`config.mk`:
```
export PLATFORM = sky130hd
export DESIGN_NAME = cdi_host_bridge
export DESIGN_NICKNAME = d
export VERILOG_FILES = /design/src/cdi_host_pkg.sv /design/src/host_reset_ctrl.sv /design/src/worm_byte_splitter.sv /design/src/sdram_prepare_arbiter.sv /design/src/nvram_transfer_fsm.sv /design/src/cdi_host_bridge.sv
export SDC_FILE = /design/constraint.sdc
export NUM_CORES = 1
export LEC_CHECK = 0
export ABC_AREA = 1
export BUFFER_PORTS_ARGS = -buffer_cell sky130_fd_sc_hd__buf_2
export CAP_MARGIN = 20
export CORE_AREA = 5 5 181 183
export CTS_CLUSTER_DIAMETER = 150
export DETAILED_ROUTE_END_ITERATION = 16
export DIE_AREA = 0 0 186 188
export SLEW_MARGIN = 20
export SYNTH_ARGS = -nofsm -noshare
export SYNTH_HDL_FRONTEND = slang
export SYNTH_SLANG_ARGS = --single-unit
```
`constraint.sdc`:
```
create_clock -name clk_sys -period 1.8 [get_ports clk_sys]
set_clock_uncertainty 0.1 [all_clocks]
set_input_delay 0.18 -clock clk_sys [delete_from_list [all_inputs] [get_ports clk_sys]]
set_output_delay 0.18 -clock clk_sys [all_outputs]
set_load 0.05 [all_outputs]
```
`src/cdi_host_pkg.sv`:
```
package cdi_host_pkg;

    // ========================================================================
    // Bus widths
    // ========================================================================
    localparam int sdram_addr_w = 25;
    localparam int sd_word_w    = 16;
    localparam int nvram_adr_w  = 13;
    localparam int worm_adr_w   = 13;
    localparam int status_w     = 128;

    // Menu status bit positions
    localparam int stat_reset_bit         = 0;
    localparam int stat_nvram_noreset_bit = 8;
    localparam int stat_ar_lo             = 121;
    localparam int stat_ar_hi             = 122;

    // Boot ROM images live above this prefix in SDRAM
    localparam logic [2:0] rom_region_prefix = 3'b001;

    // Download index bit that selects the slave ROM
    localparam int slave_index_bit = 6;

    // ========================================================================
    // Enumerations and shared types
    // ========================================================================
    typedef enum logic [1:0] {
        rom_download,
        refresh,
        idle
    } sdram_owner_e;

    typedef enum logic [3:0] {
        nvram_idle,
        nvram_wait_for_ack,
        nvram_backup0,
        nvram_backup1,
        nvram_backup2,
        nvram_backup3,
        nvram_restore0,
        nvram_restore1,
        nvram_restore2
    } nvram_state_e;

    // One SD word, seen either whole or as two bytes
    typedef union packed {
        logic [sd_word_w-1:0] full;
        struct packed {
            logic [7:0] hi;
            logic [7:0] lo;
        } bytes;
    } sd_word_u;

endpackage

```
`src/host_reset_ctrl.sv`:
```
`timescale 1ns/1ps

module host_reset_ctrl
    import cdi_host_pkg::*;
(
    input  logic                clk_sys,
    input  logic                cditop_reset,
    input  logic [status_w-1:0] status,
    input  logic [1:0]          buttons,
    input  logic                ioctl_download,
    input  logic                nvram_media_change,
    input  logic [63:0]         img_size,
    output logic                core_reset,
    output logic                nvram_img_mount,
    output logic                nvram_img_mounted,
    output logic [12:0]         video_arx,
    output logic [12:0]         video_ary
);

    logic [1:0] ar;
    logic       reset_on_mount;

    // Aspect ratio menu entry, 0 keeps the original 4:3
    assign ar        = status[stat_ar_hi:stat_ar_lo];
    assign video_arx = (ar == 2'd0) ? 13'd4 : (13'(ar) - 13'd1);
    assign video_ary = (ar == 2'd0) ? 13'd3 : 13'd0;

    // A freshly inserted image with real content
    assign nvram_img_mount = nvram_media_change && (img_size != 64'd0);
    assign reset_on_mount  = nvram_img_mount && !status[stat_nvram_noreset_bit];

    always_ff @(posedge clk_sys) begin
        if (cditop_reset) begin
            nvram_img_mounted <= 1'b0;
        end else if (nvram_media_change) begin
            nvram_img_mounted <= (img_size != 64'd0);
        end
    end

    // All reset sources merged into one registered core reset
    always_ff @(posedge clk_sys) begin
        core_reset <= cditop_reset || status[stat_reset_bit] || buttons[1] ||
                      ioctl_download || reset_on_mount;
    end

endmodule

```
`src/worm_byte_splitter.sv`:
```
`timescale 1ns/1ps

module worm_byte_splitter
    import cdi_host_pkg::*;
(
    input  logic                    clk_sys,
    input  logic                    cditop_reset,
    input  logic                    ioctl_wr,
    input  logic [15:0]             ioctl_index,
    input  logic [sdram_addr_w-1:0] ioctl_addr,
    input  logic [sd_word_w-1:0]    ioctl_dout,
    output logic [worm_adr_w-1:0]   worm_adr,
    output logic [7:0]              worm_data,
    output logic                    worm_wr
);

    logic       slave_wr;
    logic       slave_wr_q;
    logic [7:0] second_byte;

    assign slave_wr = ioctl_wr && ioctl_index[slave_index_bit];

    always_ff @(posedge clk_sys) begin
        if (cditop_reset) begin
            slave_wr_q <= 1'b0;
            worm_wr    <= 1'b0;
        end else begin
            slave_wr_q <= slave_wr;
            worm_wr    <= slave_wr || slave_wr_q;
        end
    end

    // Low byte goes out first, the high byte waits one cycle
    always_ff @(posedge clk_sys) begin
        if (slave_wr) begin
            worm_adr    <= ioctl_addr[worm_adr_w-1:0];
            worm_data   <= ioctl_dout[7:0];
            second_byte <= ioctl_dout[15:8];
        end else begin
            worm_adr[0] <= 1'b1;
            worm_data   <= second_byte;
        end
    end

endmodule

```
`src/sdram_prepare_arbiter.sv`:
```
`timescale 1ns/1ps

module sdram_prepare_arbiter
    import cdi_host_pkg::*;
(
    input  logic                    clk_sys,
    input  logic                    cditop_reset,
    input  logic                    core_reset,
    input  logic                    ioctl_wr,
    input  logic [15:0]             ioctl_index,
    input  logic [sdram_addr_w-1:0] ioctl_addr,
    input  logic [sd_word_w-1:0]    ioctl_dout,
    input  logic                    ioctl_download,
    input  logic [sdram_addr_w-1:0] core_sdram_addr,
    input  logic [sd_word_w-1:0]    core_sdram_din,
    input  logic                    core_sdram_rd,
    input  logic                    core_sdram_wr,
    input  logic                    core_sdram_word,
    input  logic                    core_sdram_refresh,
    input  logic                    core_sdram_burst,
    input  logic                    sdram_busy,
    output logic [sdram_addr_w-1:0] sdram_addr,
    output logic [sd_word_w-1:0]    sdram_din,
    output logic                    sdram_rd,
    output logic                    sdram_wr,
    output logic                    sdram_word,
    output logic                    sdram_refresh,
    output logic                    sdram_burst,
    output logic                    ioctl_overflow
);

    sdram_owner_e owner;
    sdram_owner_e owner_q;
    sdram_owner_e owner_next;

    logic                    wr_latch;
    logic                    busy_q;
    logic                    download_q;
    logic                    main_rom_wr;
    logic                    busy_fall;
    sd_word_u                swapped;
    logic [sdram_addr_w-1:0] prep_addr;
    logic                    prep_rd;
    logic                    prep_wr;
    logic                    prep_refresh;

    assign main_rom_wr = ioctl_wr && !ioctl_index[slave_index_bit];
    assign busy_fall   = busy_q && !sdram_busy;

    // ========================================================================
    // Owner selection, frozen while the SDRAM is busy
    // ========================================================================
    always_comb begin
        owner_next = idle;
        if (core_reset) begin
            owner_next = wr_latch ? rom_download : refresh;
        end
        owner = sdram_busy ? owner_q : owner_next;
    end

    always_ff @(posedge clk_sys) begin
        busy_q     <= sdram_busy;
        download_q <= ioctl_download;
        if (cditop_reset) begin
            owner_q        <= idle;
            wr_latch       <= 1'b0;
            ioctl_overflow <= 1'b0;
        end else begin
            // A new download starts from a clean owner
            owner_q <= (ioctl_download && !download_q) ? idle : owner;
            if (wr_latch && ioctl_wr) begin
                ioctl_overflow <= 1'b1;
            end
            if (main_rom_wr) begin
                wr_latch <= 1'b1;
            end else if (owner_q == rom_download && busy_fall) begin
                wr_latch <= 1'b0;
            end
        end
    end

    // ========================================================================
    // Request of the chosen owner
    // ========================================================================
    // SDRAM expects big endian words
    assign swapped.bytes.hi = ioctl_dout[7:0];
    assign swapped.bytes.lo = ioctl_dout[15:8];
    assign prep_addr        = {rom_region_prefix, ioctl_addr[21:1], 1'b0};

    always_comb begin
        prep_rd      = 1'b0;
        prep_wr      = 1'b0;
        prep_refresh = 1'b0;
        case (owner)
            rom_download: prep_wr = 1'b1;
            refresh: begin
                prep_rd      = 1'b1;
                prep_refresh = 1'b1;
            end
            default: ;
        endcase
        if (sdram_busy) begin
            prep_rd = 1'b0;
            prep_wr = 1'b0;
        end
    end

    // Core owns the port outside of reset
    assign sdram_addr    = core_reset ? prep_addr    : core_sdram_addr;
    assign sdram_din     = core_reset ? swapped.full : core_sdram_din;
    assign sdram_rd      = core_reset ? prep_rd      : core_sdram_rd;
    assign sdram_wr      = core_reset ? prep_wr      : core_sdram_wr;
    assign sdram_word    = core_reset ? 1'b1         : core_sdram_word;
    assign sdram_refresh = core_reset ? prep_refresh : core_sdram_refresh;
    assign sdram_burst   = core_reset ? 1'b0         : core_sdram_burst;

endmodule

```
`src/nvram_transfer_fsm.sv`:
```
`timescale 1ns/1ps

module nvram_transfer_fsm
    import cdi_host_pkg::*;
(
    input  logic                   clk_sys,
    input  logic                   cditop_reset,
    input  logic                   core_reset,
    input  logic                   nvram_img_mount,
    input  logic                   nvram_img_mounted,
    input  logic                   osd_status,
    input  logic                   nvram_hps_ack,
    input  logic [7:0]             sd_buff_addr,
    input  logic                   sd_buff_wr,
    input  logic [sd_word_w-1:0]   sd_buff_dout,
    input  logic [7:0]             nvram_backup_data,
    input  logic                   nvram_cpu_changed,
    output logic                   nvram_hps_rd,
    output logic                   nvram_hps_wr,
    output logic [sd_word_w-1:0]   nvram_hps_din,
    output logic [nvram_adr_w-1:0] nvram_adr,
    output logic [7:0]             nvram_restore_data,
    output logic                   nvram_restore_write,
    output logic                   nvram_allow_cpu_access,
    output logic                   led_user
);

    nvram_state_e state;

    sd_word_u restore_word;
    sd_word_u backup_word;
    logic     backup_pending;
    logic     osd_status_q;
    logic     buff_addr0_q;

    // User LED shows unsaved NvRAM content
    assign led_user      = backup_pending;
    assign nvram_hps_din = backup_word.full;

    // Even addresses take the low byte
    assign nvram_restore_data = nvram_adr[0] ? restore_word.bytes.hi : restore_word.bytes.lo;

    always_ff @(posedge clk_sys) begin
        osd_status_q <= osd_status;
        buff_addr0_q <= sd_buff_addr[0];

        if (core_reset) begin
            backup_pending <= 1'b0;
        end else if (nvram_cpu_changed && nvram_img_mounted) begin
            backup_pending <= 1'b1;
        end

        if (cditop_reset) begin
            state                  <= nvram_idle;
            nvram_hps_rd           <= 1'b0;
            nvram_hps_wr           <= 1'b0;
            nvram_restore_write    <= 1'b0;
            nvram_allow_cpu_access <= 1'b1;
        end else begin
            nvram_restore_write <= 1'b0;

            // Host took the request
            if (nvram_hps_ack) begin
                nvram_hps_rd <= 1'b0;
                nvram_hps_wr <= 1'b0;
            end

            case (state)
                nvram_idle: begin
                    nvram_allow_cpu_access <= 1'b1;
                    nvram_adr              <= '0;
                    if (nvram_img_mount) begin
                        nvram_hps_rd           <= 1'b1;
                        nvram_allow_cpu_access <= 1'b0;
                        state                  <= nvram_wait_for_ack;
                    end else if (backup_pending && osd_status && !osd_status_q) begin
                        // OSD just opened with changed content
                        backup_pending         <= 1'b0;
                        nvram_hps_wr           <= 1'b1;
                        nvram_allow_cpu_access <= 1'b0;
                        state                  <= nvram_wait_for_ack;
                    end
                end
                nvram_wait_for_ack: begin
                    if (nvram_hps_ack && nvram_hps_rd) begin
                        state <= nvram_restore0;
                    end
                    if (nvram_hps_ack && nvram_hps_wr) begin
                        state <= nvram_backup0;
                    end
                end

                // ============================================================
                // Backup, two registered reads per SD word
                // ============================================================
                nvram_backup0: begin
                    nvram_adr <= nvram_adr + 1'b1;
                    state     <= nvram_backup1;
                end
                nvram_backup1: begin
                    backup_word.bytes.lo <= nvram_backup_data;
                    nvram_adr            <= nvram_adr + 1'b1;
                    state                <= nvram_backup2;
                end
                nvram_backup2: begin
                    backup_word.bytes.hi <= nvram_backup_data;
                    state                <= nvram_backup3;
                end
                nvram_backup3: begin
                    // Host moved on to the next word
                    if (buff_addr0_q != sd_buff_addr[0]) begin
                        nvram_adr <= nvram_adr + 1'b1;
                        state     <= nvram_backup1;
                    end
                    if (!nvram_hps_ack) begin
                        state <= nvram_idle;
                    end
                end

                // ============================================================
                // Restore, one SD word becomes two byte writes
                // ============================================================
                nvram_restore0: begin
                    if (sd_buff_wr) begin
                        restore_word.full   <= sd_buff_dout;
                        nvram_restore_write <= 1'b1;
                        state               <= nvram_restore1;
                    end
                    if (!nvram_hps_ack) begin
                        nvram_allow_cpu_access <= 1'b1;
                        state                  <= nvram_idle;
                    end
                end
                nvram_restore1: begin
                    nvram_restore_write <= 1'b1;
                    nvram_adr           <= nvram_adr + 1'b1;
                    state               <= nvram_restore2;
                end
                nvram_restore2: begin
                    nvram_adr <= nvram_adr + 1'b1;
                    state     <= nvram_restore0;
                end
                default: state <= nvram_idle;
            endcase
        end
    end

endmodule

```
`src/cdi_host_bridge.sv`:
```
`timescale 1ns/1ps

module cdi_host_bridge
    import cdi_host_pkg::*;
(
    input  logic                    clk_sys,
    input  logic                    cditop_reset,
    // Download
    input  logic                    ioctl_download,
    input  logic                    ioctl_wr,
    input  logic [15:0]             ioctl_index,
    input  logic [sdram_addr_w-1:0] ioctl_addr,
    input  logic [sd_word_w-1:0]    ioctl_dout,
    // Menu
    input  logic [status_w-1:0]     status,
    input  logic [1:0]              buttons,
    input  logic                    osd_status,
    // Core SDRAM request
    input  logic [sdram_addr_w-1:0] core_sdram_addr,
    input  logic [sd_word_w-1:0]    core_sdram_din,
    input  logic                    core_sdram_rd,
    input  logic                    core_sdram_wr,
    input  logic                    core_sdram_word,
    input  logic                    core_sdram_refresh,
    input  logic                    core_sdram_burst,
    // SDRAM port
    output logic [sdram_addr_w-1:0] sdram_addr,
    output logic [sd_word_w-1:0]    sdram_din,
    output logic                    sdram_rd,
    output logic                    sdram_wr,
    output logic                    sdram_word,
    output logic                    sdram_refresh,
    output logic                    sdram_burst,
    input  logic                    sdram_busy,
    // SD host slot
    output logic                    nvram_hps_rd,
    output logic                    nvram_hps_wr,
    input  logic                    nvram_hps_ack,
    input  logic [7:0]              sd_buff_addr,
    input  logic                    sd_buff_wr,
    input  logic [sd_word_w-1:0]    sd_buff_dout,
    output logic [sd_word_w-1:0]    nvram_hps_din,
    input  logic                    nvram_media_change,
    input  logic [63:0]             img_size,
    // NvRAM memory
    output logic [nvram_adr_w-1:0]  nvram_adr,
    output logic [7:0]              nvram_restore_data,
    output logic                    nvram_restore_write,
    input  logic [7:0]              nvram_backup_data,
    input  logic                    nvram_cpu_changed,
    output logic                    nvram_allow_cpu_access,
    // Slave memory
    output logic [worm_adr_w-1:0]   worm_adr,
    output logic [7:0]              worm_data,
    output logic                    worm_wr,
    // Misc
    output logic                    core_reset,
    output logic [12:0]             video_arx,
    output logic [12:0]             video_ary,
    output logic                    led_user,
    output logic                    ioctl_overflow
);

    logic nvram_img_mount;
    logic nvram_img_mounted;

    host_reset_ctrl i_reset_ctrl (
        .clk_sys, .cditop_reset, .status, .buttons, .ioctl_download,
        .nvram_media_change, .img_size, .core_reset, .nvram_img_mount,
        .nvram_img_mounted, .video_arx, .video_ary
    );

    worm_byte_splitter i_worm_splitter (
        .clk_sys, .cditop_reset, .ioctl_wr, .ioctl_index, .ioctl_addr,
        .ioctl_dout, .worm_adr, .worm_data, .worm_wr
    );

    sdram_prepare_arbiter i_sdram_arbiter (
        .clk_sys, .cditop_reset, .core_reset, .ioctl_wr, .ioctl_index,
        .ioctl_addr, .ioctl_dout, .ioctl_download, .core_sdram_addr,
        .core_sdram_din, .core_sdram_rd, .core_sdram_wr, .core_sdram_word,
        .core_sdram_refresh, .core_sdram_burst, .sdram_busy, .sdram_addr,
        .sdram_din, .sdram_rd, .sdram_wr, .sdram_word, .sdram_refresh,
        .sdram_burst, .ioctl_overflow
    );

    nvram_transfer_fsm i_nvram_fsm (
        .clk_sys, .cditop_reset, .core_reset, .nvram_img_mount,
        .nvram_img_mounted, .osd_status, .nvram_hps_ack, .sd_buff_addr,
        .sd_buff_wr, .sd_buff_dout, .nvram_backup_data, .nvram_cpu_changed,
        .nvram_hps_rd, .nvram_hps_wr, .nvram_hps_din, .nvram_adr,
        .nvram_restore_data, .nvram_restore_write, .nvram_allow_cpu_access,
        .led_user
    );

endmodule

```
==> results by stage <==
Run status:
- The run finished with clean final reports.

Pwr:
- The power density normalized to cell area is 1050 nW/um^2.
- Across the VDD grid, the largest voltage drop is 0.500 mV.
- In this run the static leakage power is 0.00368 uW.

Worst setup path:
- The most common cell type on the critical path is nand2_1.
- STA classifies the critical path startpoint as a register.
- The worst setup path is captured at a primary output.
- The cell at the slowest stage of the critical path is edfxtp_1.
- The data arrival time at the worst-slack endpoint is 1.47 ns.
- The largest stage delay on the critical path is 0.38 ns.
- The classification of the worst setup path is reg2out.
- The largest driver fanout on the critical path is 11.
- Data on the critical path is required at its endpoint by 1.52 ns.
- Traced cell by cell, the critical path runs through buf_4 > clkinvlp_4 > nand2_1 > nand2_1 > clkbuf_4.

Clock tree:
- The number of buffers on the longest clock path is 2.
- The CTS tree is built.
- The cell at the root of the clock tree is clkbuf_16.
- The clock transition at the registers of the reported paths is 0.07 ns.
- The insertion delay of the later-clocked pin in the worst-skew pair is 0.34 ns.
- The number of buffers added by the clock tree synthesis step is 9.
- CTS built an H-tree with a depth of 3.
- CTS saw 95 sinks.

STA:
- The time the worst path needs with I/O delays and setup is 1.75 ns.
- The final setup violation count is 0.
- The max-slew violation count came to 0.
- The number of failing hold endpoints at the final stage is 0.
- The peak clock frequency supported by timing is 573 MHz.
- The fraction of the cycle the final worst path needs is 97.0%.
- Across all setup checks in the final design, the least slack found is 0.0534 ns.
- The worst-case headroom to the max-slew limit is 61.1%.
- Setup repair after global routing could not meet its margin everywhere.
- The transition time at the pin with the least slew margin is 0.578 ns.

Synthesis:
- The number of synthesized flops with an enable pin is 65.
- The number of warning messages in the yosys log is 0.
- The average footprint of a synthesized cell is 8.35 sq um.
- The mapped netlist covers 4490 sq um.
- Counting every instance in the synthesized netlist gives 538.
- For this run, the register share of the synthesized area comes to 56.8%.
- Synthesis inferred 95 register bits.
- The distinct cell type count after synthesis is 30.
- The most used flip-flop cell after synthesis is edfxtp_1.
- The async set-reset flop share out of synthesis is 0%.

Place:
- Routability-driven placement finished with a final weighted congestion of 0.840.
- Summed over all nets, the half-perimeter wirelength after detailed placement is 12.9 mm.
- At the placement stage, the worst setup path has a slack of 0.0459 ns.
- In this run the tool buffered the top-level ports with 305 buffer cells.
- The total placed instance area is 6650 sq um.

Global routing:
- The number of global-route vias before repair is 4883.
- The total global routing track utilization is 8.86%.
- The initial antenna violation count is 1.
- The first global-routing pass estimated 24.2 mm of wire.
- For this run the aggregate overflow at the end of global routing stands at 0.
- Entering global routing, the biggest net connects 35 pins.

Die:
- The die extent in x is 186 um.
- The number of cell rows is 65.
- The count of pins on the block boundary is 477.
- The die is 188 um tall.
- For this configuration, the core starts out at a cell density of 14.5%.
- The placeable core region is 31100 sq um.
- The area enclosed by the die boundary is 35000 sq um.

Drt:
- The total detailed-routing wirelength is 16.4 mm.
- The number of vias per cell is 3.61.
- The first detailed-routing pass ran for 4 iterations.
- The remaining routing DRC violations is 0.
- The total number of vias is 4771.
- The starting DRC count in detailed routing is 137.
- The mean routed wirelength per cell is 12.4 um.
- The count of antenna-violating nets left after detailed routing is 0.

Job:
- Across the run, the number of max-cap violations was 0.

Finish:
- The layout overhead on the synthesized area is 71.1%.
- 0 antenna diodes ended up in the layout.
- The share of post-route cells with drive strength above 1 is 42.3%.
- The final layout contains 1255 nets.
- The finished cells cover 7690 sq um.

Min path:
- The worst hold path belongs to the class in2reg.
## logic make-up after synthesis
| group | after synthesis | share of synthesized area [%] |
|---|---|---|
| AND/OR/NAND/NOR | 308 | 28.1 |
| other | 1 | 0.0834 |
| XOR/XNOR | 3 | 0.585 |
| adder cells (fa/ha/maj) | 1 | 0.278 |
| flip-flops | 95 | 56.8 |
| buffers and inverters | 88 | 9.27 |
| AO/OA/AOI/OAI | 42 | 4.93 |
## power by group
part | leakage [uW] | internal [uW] | switching (uW)
clock network | 0.000142 | 1120 | 829
registers | 0.000853 | 2670 | 168
logic | 0.00269 | 995 | 2270
total | 0.00368 | 4790 | 3260
## cell usage after synthesis, types with 2 or more instances
cell type / count / area share (%)
nand4_1: 5 / 0.70
nor3_1: 5 / 0.56
or2_2: 4 / 0.56
clkbuf_1: 12 / 1.0
nor2_1: 79 / 6.6
o31ai_1: 2 / 0.33
xor2_1: 3 / 0.58
nand2_1: 191 / 16
a21oi_1: 13 / 1.4
inv_2: 7 / 0.58
nand2_2: 3 / 0.42
nand3_1: 11 / 1.2
inv_1: 46 / 3.8
nor2_2: 3 / 0.42
dfxtp_1: 30 / 13
o21ai_1: 4 / 0.45
o21ai_0: 21 / 2.3
edfxtp_1: 65 / 43
buf_4: 23 / 3.8
## per-stage QoR
step           total power [uW]  setup TNS [ns]  std cells  hold WS [ns]  util [%]
2_1_floorplan              5050          -0.951        558         0.108         -
3_3_place_gp               5920               0       1249         0.197      21.4
3_5_place_dp               5970               0       1249         0.198      21.4
4_1_cts                    8120               0       1318       0.00363      24.5
5_1_grt                    8520          -0.421       1322       0.00117      24.7
6_report                   8050               0       1322        0.0159      24.7
## flip-flops by register name, indices dropped and copies added (netlist names), 2 cells and up
register / flops
i_nvram_fsm.nvram_adr: 13
i_nvram_fsm.nvram_hps_din: 16
i_nvram_fsm.restore_word: 16
i_nvram_fsm.state: 4
i_sdram_arbiter.owner_q: 2
i_worm_splitter.second_byte: 8
i_worm_splitter.worm_adr: 13
i_worm_splitter.worm_data: 8
## layer usage
layer | GRT usage (%) | vias to the layer above | share of wire, %
met1 | 9.42 | 2102 | 39
li1 | - | 2418 | -
met2 | 15.6 | 221 | 49
met3 | 3.12 | 28 | 8.9
met4 | 4.01 | 2 | 3.5
met5 | 0 | - | 0.079
## what timing repair did
item / CTS / global route
gates cloned: 0 / 1
resized for setup: 48 / 11
hold endpoints to repair: 59 / 0
buffers inserted: 0 / 3
endpoints found under the setup margin: 48 / 29
hold buffers: 53 / 0
pin swaps: 0 / 0
## final timing paths
check | slack [ns] | start | end | cells past startpoint
worst max-delay path | 0.05 | i_nvram_fsm.nvram_adr[0] | nvram_restore_data[0] | 5
worst min-delay path | 0.02 | ioctl_wr | i_sdram_arbiter.ioctl_overflow | 3
worst max register to register | 0.06 | i_nvram_fsm.nvram_adr[0] | i_nvram_fsm.nvram_adr[12] | 12
worst min register to register | 0.35 | i_worm_splitter.slave_wr_q | i_worm_splitter.worm_wr | 2
## cell usage in the layout, fill, tap and decap left out, drive strengths merged
master       netlist  layout
clkbuf            12      19
clkinv             0       2
o21ai             25      25
clkinvlp           0       3
bufinv             0       1
nand2            194     194
edfxtp            65      65
dlygate4sd3        0      53
dfxtp             30      30
o31ai              2       2
or2                4       4
conb               1      21
xor2               3       3
o21a               1       1
inv               53      52
nand4              5       5
nand3             12      12
nor3               7       7
buf               23     320
nor2              83      83
nor4               2       2
ha                 1       1
a221oi             1       1
nand3b             1       1
a21oi             13      13
## cell type report
cell class / instances / area, sq um
flip-flops and latches: 95 / 2560
multi-input cells: 375 / 1690
inverters: 53 / 205
fillers: 3397 / 23400
clock buffers: 11 / 243
clock inverters: 5 / 58.8
well taps: 402 / 503
repair buffers: 381 / 2430
## worst max-delay path: cells and delay by family, from the launching register on
| family | cells | cell delay [ns] |
|---|---|---|
| DFF | 1 | 0.38 |
| and+or+nand+nor | 2 | 0.15 |
| buffers and inverters | 3 | 0.59 |
Note: power is estimated with default switching activity, not from simulation.
